`src/rtl/mem_map_pkg.sv`:
```
package mem_map_pkg;

   localparam int ADDR_WIDTH  = 16;
   localparam int DATA_WIDTH  = 8;
   localparam int NUM_REGIONS = 4;

   // One-hot select bit positions
   localparam int REGION_IOREG     = 0;
   localparam int REGION_CARTRIDGE = 1;
   localparam int REGION_LCDRAM    = 2;
   localparam int REGION_WRAM      = 3;

   // Low bound inclusive, high bound exclusive
   localparam logic [ADDR_WIDTH-1:0] CARTRIDGE_LO     = 16'h0000;
   localparam logic [ADDR_WIDTH-1:0] CARTRIDGE_HI     = 16'h8000;
   localparam logic [ADDR_WIDTH-1:0] EXT_EXPANSION_LO = 16'hA000;
   localparam logic [ADDR_WIDTH-1:0] EXT_EXPANSION_HI = 16'hC000;
   localparam logic [ADDR_WIDTH-1:0] LCDRAM_LO        = 16'h8000;
   localparam logic [ADDR_WIDTH-1:0] LCDRAM_HI        = 16'hA000;
   localparam logic [ADDR_WIDTH-1:0] WRAM_LO          = 16'hC000;
   localparam logic [ADDR_WIDTH-1:0] WRAM_HI          = 16'hE000;
   localparam logic [ADDR_WIDTH-1:0] OAM_LO           = 16'hFE00;
   localparam logic [ADDR_WIDTH-1:0] OAM_HI           = 16'hFEA0;
   localparam logic [ADDR_WIDTH-1:0] IOREG_LO         = 16'hFF00;
   localparam logic [ADDR_WIDTH-1:0] IOREG_HI         = 16'hFF80;

   localparam logic [7:0] REG_PAGE = 8'hFF;   // LCD registers live here

   localparam logic [7:0] LCDC_OFFSET = 8'h40;
   localparam logic [7:0] STAT_OFFSET = 8'h41;
   localparam logic [7:0] SCY_OFFSET  = 8'h42;
   localparam logic [7:0] SCX_OFFSET  = 8'h43;
   localparam logic [7:0] LY_OFFSET   = 8'h44;
   localparam logic [7:0] LYC_OFFSET  = 8'h45;
   localparam logic [7:0] BGP_OFFSET  = 8'h47;
   localparam logic [7:0] OBP0_OFFSET = 8'h48;
   localparam logic [7:0] OBP1_OFFSET = 8'h49;
   localparam logic [7:0] WY_OFFSET   = 8'h4A;
   localparam logic [7:0] WX_OFFSET   = 8'h4B;
   localparam logic [7:0] VBK_OFFSET  = 8'h4F;
   localparam logic [7:0] BCPS_OFFSET = 8'h68;
   localparam logic [7:0] BCPD_OFFSET = 8'h69;
   localparam logic [7:0] OCPS_OFFSET = 8'h6A;
   localparam logic [7:0] OCPD_OFFSET = 8'h6B;

   localparam int NUM_LCD_REGS = 16;

   localparam logic [NUM_LCD_REGS-1:0][7:0] LCD_REG_OFFSETS = {
      LCDC_OFFSET, STAT_OFFSET, SCY_OFFSET,  SCX_OFFSET,
      LY_OFFSET,   LYC_OFFSET,  BGP_OFFSET,  OBP0_OFFSET,
      OBP1_OFFSET, WY_OFFSET,   WX_OFFSET,   VBK_OFFSET,
      BCPS_OFFSET, BCPD_OFFSET, OCPS_OFFSET, OCPD_OFFSET
   };

   typedef struct packed {
      logic [7:0] page;
      logic [7:0] offset;
   } page_addr_t;

   // Flat view for range compares, paged view for register matches
   typedef union packed {
      logic [ADDR_WIDTH-1:0] full;
      page_addr_t            paged;
   } mem_addr_t;

endpackage

```
`src/rtl/region_decoder.sv`:
```
module region_decoder (
   input  mem_map_pkg::mem_addr_t                addr,
   input  logic                                  we_l,
   input  logic                                  re_l,
   output logic [mem_map_pkg::NUM_REGIONS-1:0]   region
);

   import mem_map_pkg::*;

   logic active;
   logic in_cart;
   logic in_ext;
   logic in_vram;
   logic in_oam;
   logic in_wram;
   logic in_ioreg;
   logic lcd_reg_hit;

   function automatic logic in_range(input logic [ADDR_WIDTH-1:0] a,
                                     input logic [ADDR_WIDTH-1:0] lo,
                                     input logic [ADDR_WIDTH-1:0] hi);
      return (a >= lo) && (a < hi);
   endfunction

   assign active = ~we_l | ~re_l;   // Either strobe low

   assign in_cart  = in_range(addr.full, CARTRIDGE_LO, CARTRIDGE_HI);
   assign in_ext   = in_range(addr.full, EXT_EXPANSION_LO, EXT_EXPANSION_HI);
   assign in_vram  = in_range(addr.full, LCDRAM_LO, LCDRAM_HI);
   assign in_oam   = in_range(addr.full, OAM_LO, OAM_HI);
   assign in_wram  = in_range(addr.full, WRAM_LO, WRAM_HI);
   assign in_ioreg = in_range(addr.full, IOREG_LO, IOREG_HI);

   always_comb begin
      lcd_reg_hit = 1'b0;
      if (addr.paged.page == REG_PAGE) begin
         for (int i = 0; i < NUM_LCD_REGS; i++) begin
            if (addr.paged.offset == LCD_REG_OFFSETS[i]) begin
               lcd_reg_hit = 1'b1;
            end
         end
      end
   end

   always_comb begin
      region = '0;
      if (active) begin
         region[REGION_CARTRIDGE] = in_cart | in_ext;
         region[REGION_LCDRAM]    = in_vram | in_oam | lcd_reg_hit;
         region[REGION_IOREG]     = in_ioreg & ~lcd_reg_hit;   // LCD regs carved out
         region[REGION_WRAM]      = in_wram;
      end
      // Map bounds and the register carve-out must never overlap
      assert ($onehot0(region))
         else $error("region_decoder: overlapping regions %b for %h", region, addr.full);
   end

endmodule

```
`src/rtl/slave_port_mux.sv`:
```
module slave_port_mux #(
   parameter int DATA_WIDTH = 8
) (
   input  logic                                 clk,
   input  logic                                 reset,

   input  logic                                 cpu_sel,
   input  logic                                 wdma_sel,
   input  logic                                 rdma_sel,

   input  logic [mem_map_pkg::ADDR_WIDTH-1:0]   cpu_addr,
   input  logic [mem_map_pkg::ADDR_WIDTH-1:0]   wdma_addr,
   input  logic [mem_map_pkg::ADDR_WIDTH-1:0]   rdma_addr,

   input  logic                                 cpu_we_l,
   input  logic                                 cpu_re_l,
   input  logic                                 wdma_we_l,
   input  logic                                 rdma_re_l,

   input  logic [DATA_WIDTH-1:0]                cpu_wdata,
   input  logic [DATA_WIDTH-1:0]                wdma_wdata,

   output logic [mem_map_pkg::ADDR_WIDTH-1:0]   addr,
   output logic [DATA_WIDTH-1:0]                wdata,
   output logic                                 we_l,
   output logic                                 re_l
);

   logic cpu_grant;
   logic wdma_grant;
   logic rdma_grant;

   // Fixed priority, CPU then DMA write then DMA read
   assign cpu_grant  = cpu_sel;
   assign wdma_grant = wdma_sel & ~cpu_sel;
   assign rdma_grant = rdma_sel & ~cpu_sel & ~wdma_sel;

   always_comb begin
      addr  = '0;
      wdata = '0;
      we_l  = 1'b1;
      re_l  = 1'b1;
      if (cpu_grant) begin
         addr  = cpu_addr;
         wdata = cpu_wdata;
         we_l  = cpu_we_l;
         re_l  = cpu_re_l;
      end
      if (wdma_grant) begin
         addr  = wdma_addr;
         wdata = wdma_wdata;
         we_l  = wdma_we_l;   // Read strobe stays high
      end
      if (rdma_grant) begin
         addr = rdma_addr;
         re_l = rdma_re_l;    // Write strobe and data stay idle
      end
   end

   // A slave never sees a read and a write at once
   slave_strobe_exclusive: assert property (
      @(posedge clk) disable iff (reset)
      !(!we_l && !re_l)
   ) else $error("slave_port_mux: we_l and re_l both low at %h", addr);

   // Idle port carries no stale address or data
   slave_idle_quiet: assert property (
      @(posedge clk) disable iff (reset)
      (we_l && re_l) |-> (addr == '0 && wdata == '0)
   ) else $error("slave_port_mux: idle port drives addr %h wdata %h", addr, wdata);

endmodule

```
`src/rtl/read_return_mux.sv`:
```
module read_return_mux #(
   parameter int DATA_WIDTH = 8
) (
   input  logic [mem_map_pkg::NUM_REGIONS-1:0]  region,
   input  logic                                 re_l,

   input  logic [DATA_WIDTH-1:0]                ioreg_rdata,
   input  logic [DATA_WIDTH-1:0]                cartridge_rdata,
   input  logic [DATA_WIDTH-1:0]                lcdram_rdata,
   input  logic [DATA_WIDTH-1:0]                wram_rdata,

   output logic [DATA_WIDTH-1:0]                rdata,
   output logic                                 rdata_valid
);

   import mem_map_pkg::*;

   logic                  reading;
   logic [DATA_WIDTH-1:0] ioreg_mask;
   logic [DATA_WIDTH-1:0] cart_mask;
   logic [DATA_WIDTH-1:0] lcdram_mask;
   logic [DATA_WIDTH-1:0] wram_mask;

   assign reading = ~re_l;

   // Region is one-hot, so an AND-OR mux is enough
   assign ioreg_mask  = {DATA_WIDTH{reading & region[REGION_IOREG]}};
   assign cart_mask   = {DATA_WIDTH{reading & region[REGION_CARTRIDGE]}};
   assign lcdram_mask = {DATA_WIDTH{reading & region[REGION_LCDRAM]}};
   assign wram_mask   = {DATA_WIDTH{reading & region[REGION_WRAM]}};

   assign rdata = (ioreg_mask  & ioreg_rdata)
                | (cart_mask   & cartridge_rdata)
                | (lcdram_mask & lcdram_rdata)
                | (wram_mask   & wram_rdata);

   assign rdata_valid = reading & (|region);   // Unmapped reads stay invalid

endmodule

```
`src/rtl/memory_router.sv`:
```
module memory_router #(
   parameter int DATA_WIDTH = mem_map_pkg::DATA_WIDTH
) (
   input  logic                                 clk,
   input  logic                                 reset,

   // CPU master
   input  logic [mem_map_pkg::ADDR_WIDTH-1:0]   cpu_addr,
   input  logic [DATA_WIDTH-1:0]                cpu_wdata,
   input  logic                                 cpu_we_l,
   input  logic                                 cpu_re_l,
   output logic [DATA_WIDTH-1:0]                cpu_rdata,
   output logic                                 cpu_rdata_valid,

   // DMA read port
   input  logic [mem_map_pkg::ADDR_WIDTH-1:0]   rdma_addr,
   input  logic                                 rdma_re_l,
   output logic [DATA_WIDTH-1:0]                rdma_rdata,

   // DMA write port
   input  logic [mem_map_pkg::ADDR_WIDTH-1:0]   wdma_addr,
   input  logic [DATA_WIDTH-1:0]                wdma_wdata,
   input  logic                                 wdma_we_l,

   // I/O registers
   output logic [mem_map_pkg::ADDR_WIDTH-1:0]   ioreg_addr,
   output logic [DATA_WIDTH-1:0]                ioreg_wdata,
   output logic                                 ioreg_we_l,
   output logic                                 ioreg_re_l,
   input  logic [DATA_WIDTH-1:0]                ioreg_rdata,

   // Cartridge and external expansion
   output logic [mem_map_pkg::ADDR_WIDTH-1:0]   cartridge_addr,
   output logic [DATA_WIDTH-1:0]                cartridge_wdata,
   output logic                                 cartridge_we_l,
   output logic                                 cartridge_re_l,
   input  logic [DATA_WIDTH-1:0]                cartridge_rdata,

   // Video RAM, OAM and LCD registers
   output logic [mem_map_pkg::ADDR_WIDTH-1:0]   lcdram_addr,
   output logic [DATA_WIDTH-1:0]                lcdram_wdata,
   output logic                                 lcdram_we_l,
   output logic                                 lcdram_re_l,
   input  logic [DATA_WIDTH-1:0]                lcdram_rdata,

   // Working RAM
   output logic [mem_map_pkg::ADDR_WIDTH-1:0]   wram_addr,
   output logic [DATA_WIDTH-1:0]                wram_wdata,
   output logic                                 wram_we_l,
   output logic                                 wram_re_l,
   input  logic [DATA_WIDTH-1:0]                wram_rdata
);

   import mem_map_pkg::*;

   logic [NUM_REGIONS-1:0] cpu_region;
   logic [NUM_REGIONS-1:0] rdma_region;
   logic [NUM_REGIONS-1:0] wdma_region;

   region_decoder u_cpu_dec (
      .addr   (cpu_addr),
      .we_l   (cpu_we_l),
      .re_l   (cpu_re_l),
      .region (cpu_region)
   );

   region_decoder u_rdma_dec (
      .addr   (rdma_addr),
      .we_l   (1'b1),        // Read-only master
      .re_l   (rdma_re_l),
      .region (rdma_region)
   );

   region_decoder u_wdma_dec (
      .addr   (wdma_addr),
      .we_l   (wdma_we_l),
      .re_l   (1'b1),        // Write-only master
      .region (wdma_region)
   );

   slave_port_mux #(.DATA_WIDTH(DATA_WIDTH)) u_ioreg_port (
      .clk        (clk),
      .reset      (reset),
      .cpu_sel    (cpu_region[REGION_IOREG]),
      .wdma_sel   (wdma_region[REGION_IOREG]),
      .rdma_sel   (rdma_region[REGION_IOREG]),
      .cpu_addr   (cpu_addr),
      .wdma_addr  (wdma_addr),
      .rdma_addr  (rdma_addr),
      .cpu_we_l   (cpu_we_l),
      .cpu_re_l   (cpu_re_l),
      .wdma_we_l  (wdma_we_l),
      .rdma_re_l  (rdma_re_l),
      .cpu_wdata  (cpu_wdata),
      .wdma_wdata (wdma_wdata),
      .addr       (ioreg_addr),
      .wdata      (ioreg_wdata),
      .we_l       (ioreg_we_l),
      .re_l       (ioreg_re_l)
   );

   slave_port_mux #(.DATA_WIDTH(DATA_WIDTH)) u_cart_port (
      .clk        (clk),
      .reset      (reset),
      .cpu_sel    (cpu_region[REGION_CARTRIDGE]),
      .wdma_sel   (wdma_region[REGION_CARTRIDGE]),
      .rdma_sel   (rdma_region[REGION_CARTRIDGE]),
      .cpu_addr   (cpu_addr),
      .wdma_addr  (wdma_addr),
      .rdma_addr  (rdma_addr),
      .cpu_we_l   (cpu_we_l),
      .cpu_re_l   (cpu_re_l),
      .wdma_we_l  (wdma_we_l),
      .rdma_re_l  (rdma_re_l),
      .cpu_wdata  (cpu_wdata),
      .wdma_wdata (wdma_wdata),
      .addr       (cartridge_addr),
      .wdata      (cartridge_wdata),
      .we_l       (cartridge_we_l),
      .re_l       (cartridge_re_l)
   );

   slave_port_mux #(.DATA_WIDTH(DATA_WIDTH)) u_lcdram_port (
      .clk        (clk),
      .reset      (reset),
      .cpu_sel    (cpu_region[REGION_LCDRAM]),
      .wdma_sel   (wdma_region[REGION_LCDRAM]),
      .rdma_sel   (rdma_region[REGION_LCDRAM]),
      .cpu_addr   (cpu_addr),
      .wdma_addr  (wdma_addr),
      .rdma_addr  (rdma_addr),
      .cpu_we_l   (cpu_we_l),
      .cpu_re_l   (cpu_re_l),
      .wdma_we_l  (wdma_we_l),
      .rdma_re_l  (rdma_re_l),
      .cpu_wdata  (cpu_wdata),
      .wdma_wdata (wdma_wdata),
      .addr       (lcdram_addr),
      .wdata      (lcdram_wdata),
      .we_l       (lcdram_we_l),
      .re_l       (lcdram_re_l)
   );

   slave_port_mux #(.DATA_WIDTH(DATA_WIDTH)) u_wram_port (
      .clk        (clk),
      .reset      (reset),
      .cpu_sel    (cpu_region[REGION_WRAM]),
      .wdma_sel   (wdma_region[REGION_WRAM]),
      .rdma_sel   (rdma_region[REGION_WRAM]),
      .cpu_addr   (cpu_addr),
      .wdma_addr  (wdma_addr),
      .rdma_addr  (rdma_addr),
      .cpu_we_l   (cpu_we_l),
      .cpu_re_l   (cpu_re_l),
      .wdma_we_l  (wdma_we_l),
      .rdma_re_l  (rdma_re_l),
      .cpu_wdata  (cpu_wdata),
      .wdma_wdata (wdma_wdata),
      .addr       (wram_addr),
      .wdata      (wram_wdata),
      .we_l       (wram_we_l),
      .re_l       (wram_re_l)
   );

   read_return_mux #(.DATA_WIDTH(DATA_WIDTH)) u_cpu_ret (
      .region          (cpu_region),
      .re_l            (cpu_re_l),
      .ioreg_rdata     (ioreg_rdata),
      .cartridge_rdata (cartridge_rdata),
      .lcdram_rdata    (lcdram_rdata),
      .wram_rdata      (wram_rdata),
      .rdata           (cpu_rdata),
      .rdata_valid     (cpu_rdata_valid)
   );

   read_return_mux #(.DATA_WIDTH(DATA_WIDTH)) u_rdma_ret (
      .region          (rdma_region),
      .re_l            (rdma_re_l),
      .ioreg_rdata     (ioreg_rdata),
      .cartridge_rdata (cartridge_rdata),
      .lcdram_rdata    (lcdram_rdata),
      .wram_rdata      (wram_rdata),
      .rdata           (rdma_rdata),
      .rdata_valid     ()
   );

endmodule

```
`config.mk`:
```
export PLATFORM = sky130hd
export DESIGN_NAME = memory_router
export DESIGN_NICKNAME = d
export VERILOG_FILES = /design/src/rtl/mem_map_pkg.sv /design/src/rtl/region_decoder.sv /design/src/rtl/slave_port_mux.sv /design/src/rtl/read_return_mux.sv /design/src/rtl/memory_router.sv
export SDC_FILE = /design/constraint.sdc
export NUM_CORES = 1
export LEC_CHECK = 0
export ABC_AREA = 1
export BUFFER_PORTS_ARGS = -buffer_cell sky130_fd_sc_hd__buf_2
export CORE_AREA = 2 2 87 89
export DETAILED_ROUTE_END_ITERATION = 8
export DIE_AREA = 0 0 89 91
export GPL_TIMING_DRIVEN = 0
export PLACE_DENSITY_LB_ADDON = 0.1
export SETUP_SLACK_MARGIN = 0.05
export SYNTH_ARGS = -nofsm -noshare
export SYNTH_HDL_FRONTEND = slang
export SYNTH_SLANG_ARGS = --single-unit
```
`constraint.sdc`:
```
create_clock -name vclk -period 2.4
set_input_delay 0.48 -clock vclk [all_inputs]
set_output_delay 0.48 -clock vclk [all_outputs]
set_load 0.05 [all_outputs]
```
==> reports/summary.json <==
{
  "setup_total_negative_slack": {"value": -0.00730, "unit": "ns"},
  "synthesis.area": {"value": 2390, "unit": "um^2"},
  "finalWorstPathRequiredPeriod": {"value": 2.41, "unit": "ns"},
  "p_total": {"value": 1.28, "unit": "mW"},
  "globalRouteOverflowTotal": {"value": 0},
  "crit_required": {"value": 1.92, "unit": "ns"},
  "worst_setup_sp_type": {"value": "primary input"},
  "fillerInstances": {"value": 525},
  "placement_rows": {"value": 31},
  "cp-end-kind": {"value": "output pin"},
  "layout.nets": {"value": 845},
  "dieArea": {"value": 8100, "unit": "um^2"},
  "tightestPinTransition": {"value": 0.516, "unit": "ns"},
  "final.clkbuf_count": {"value": 0},
  "post_synth_num_cell_types": {"value": 36},
  "irDropWorstVdd": {"value": 0.000131, "unit": "V"},
  "die_h": {"value": 91, "unit": "um"},
  "sequential_standard_cell_area": {"value": 0, "unit": "um^2"},
  "rd_place_congestion": {"value": 0.967},
  "ios": {"value": 223},
  "drc_errors": {"value": 0},
  "yosysWarningCount": {"value": 0},
  "static-leakage-power": {"value": 2.81, "unit": "nW"},
  "syn_avg_cell_area": {"value": 5.00, "unit": "um^2"},
  "synth.largest_area_cell": {"value": "sky130_fd_sc_hd__nand2_1"},
  "coreArea": {"value": 7140, "unit": "um^2"},
  "post_drt_wl_per_cell": {"value": 18.7, "unit": "um"},
  "first_global_vias": {"value": 4315},
  "design_area": {"value": 5650, "unit": "um^2"},
  "grt_antenna_before_repair": {"value": 0},
  "totalWireLength": {"value": 15700, "unit": "um"},
  "drt.antenna.violating_nets": {"value": 0},
  "initialDrtViolationCount": {"value": 431},
  "crit_path_max_fanout": {"value": 10},
  "critPathKind": {"value": "primary input to output pin"},
  "cap_violations": {"value": 0},
  "syn_inst": {"value": 479},
  "netlist_top_cells_area": {"value": "sky130_fd_sc_hd__nand2_1 (22%), sky130_fd_sc_hd__nand3_1 (14%), sky130_fd_sc_hd__nand4_1 (9.9%)"},
  "post_route_cells_drive_above_1_share": {"value": 0.602},
  "detail_route.first_pass.iterations": {"value": 5},
  "timing.final.max_slew_violations": {"value": 0},
  "avgViaCountPerCell": {"value": 5.85},
  "grt_use_total": {"value": 0.318},
  "utilization": {"value": 0.791},
  "initial_core_util": {"value": 0.335},
  "fp.dieW": {"value": 89, "unit": "um"},
  "antenna_diode_count": {"value": 0},
  "post-route-worst-setup-slack": {"value": -0.00700, "unit": "ns"},
  "synth_top_area_frac": {"value": 0.223},
  "multi_input_comb_area": {"value": 2780, "unit": "um^2"},
  "cp.arrival": {"value": 1.93, "unit": "ns"},
  "vias": {"value": 4913},
  "min_period_over_period": {"value": 1.00},
  "max_slew_margin": {"value": 0.656},
  "final_hold_viol_count": {"value": 0},
  "clock.fmax": {"value": 415, "unit": "MHz"},
  "setup_viol_count_final": {"value": 2},
  "synth-seq-area-share": {"value": 0},
  "buffer_ports.inserted": {"value": 218},
  "grt_max_degree": {"value": 11},
  "power_per_cell_area": {"value": 227, "unit": "nW/um^2"},
  "seq_cell_count": {"value": 0},
  "status": {"value": "finished, violations left"},
  "grt_pass1_wl": {"value": 21100, "unit": "um"},
  "post_cts_hold_buffer_count": {"value": 0},
  "syn2layout_area_growth": {"value": 136, "unit": "%"},
  "dp.final_hpwl": {"value": 10300, "unit": "um"},
  "post_dp_cell_area": {"value": 3890, "unit": "um^2"},
  "failed_checks": {"value": "setup timing"},
  "worst_hold_path_type": {"value": "primary input to output pin"},
  "grt_setup_unrepaired": {"value": "yes"}
}
==> stage by stage <==
step / setup slack, ns / hold slack [ns] / std cells
after floorplan: -0.234 / 1.22 / 480
after global placement: -0.403 / 1.38 / 797
after detailed placement: -0.432 / 1.39 / 797
after CTS: 0.0130 / 1.34 / 818
after global routing: -0.0625 / 1.33 / 840
final: -0.00700 / 1.32 / 840
==> cells in the mapped netlist, types with 5 or more instances <==
library cell and count:
sky130_fd_sc_hd__buf_2 11, sky130_fd_sc_hd__buf_4 5, sky130_fd_sc_hd__clkbuf_1 6, sky130_fd_sc_hd__inv_1 59, sky130_fd_sc_hd__inv_2 13, sky130_fd_sc_hd__nand2_1 142
sky130_fd_sc_hd__nand2_2 7, sky130_fd_sc_hd__nand3_1 69, sky130_fd_sc_hd__nand4_1 38, sky130_fd_sc_hd__nor2_1 27, sky130_fd_sc_hd__o221ai_1 27, sky130_fd_sc_hd__o22ai_1 32
==> cells by family (layout without fill, tap and decap cells) <==
kind of cell           after synthesis  count (layout)  synth area share
AO/OA/AOI/OAI                       76              76             0.225
other                                1               2           0.00157
AND/OR/NAND/NOR                    302             302             0.600
buffers and inverters              100             361             0.174
==> cell type report <==
type               instances  share of cell area
well taps                 99              0.0219
repair buffers           261               0.382
multi-input cells        380               0.493
plain buffers             27              0.0470
inverters                 73              0.0561
==> worst paths after layout <==
| check | startpoint | endpoint | slack, ns | depth (start not counted) |
|---|---|---|---|---|
| max | wdma_addr[5] | lcdram_addr[9] | -0.007 | 12 |
| min | cpu_re_l | cpu_rdata_valid | 1.32 | 3 |
==> repair_timing <==
item,CTS,global route
gates resized for setup,221,221
setup endpoints to repair,116,108
pin swaps,22,52
gates cloned,3,0
buffers inserted,18,22
==> layer usage <==
layer	vias to the layer above	track usage	part of all wire
li1	2195	-	-
met1	2346	0.413	0.36
met2	335	0.556	0.52
met3	37	0.0373	0.10
met4	0	0.0647	0.023
met5	-	0	0
==> placed cells by master (no fill, tap or decap), drive strengths merged <==
master and count:
nand3 71, or2 2, nor3 5, o22ai 32
nor3b 1, inv 72, o21ai 7, and3 1
a22oi 1, o21bai 1, nand4 38, clkbuf 9
a31oi 2, o211ai 1, clkinv 1, nor2 32
conb 2, o21a 1, nand3b 1, o221ai 27
buf 279, a21oi 4, nand2 151
==> critical path, stage by stage <==
cell	delay, ns
sky130_fd_sc_hd__buf_2	0.14
sky130_fd_sc_hd__o21ai_0	0.22
sky130_fd_sc_hd__nand2_1	0.09
sky130_fd_sc_hd__nor2_1	0.09
sky130_fd_sc_hd__nor2_1	0.08
sky130_fd_sc_hd__nand2_4	0.09
sky130_fd_sc_hd__nand2_4	0.08
sky130_fd_sc_hd__inv_8	0.10
sky130_fd_sc_hd__buf_8	0.13
sky130_fd_sc_hd__nand3_1	0.10
sky130_fd_sc_hd__nand3_1	0.13
sky130_fd_sc_hd__buf_6	0.17
==> where the power goes <==
| part | internal (mW) | leakage, nW | switching (mW) |
|---|---|---|---|
| combinational | 0.434 | 2.81 | 0.846 |
| sequential | 0 | 0 | 0 |
| clock | 0 | 0 | 0 |
Note: power is estimated with default switching activity, not from simulation.
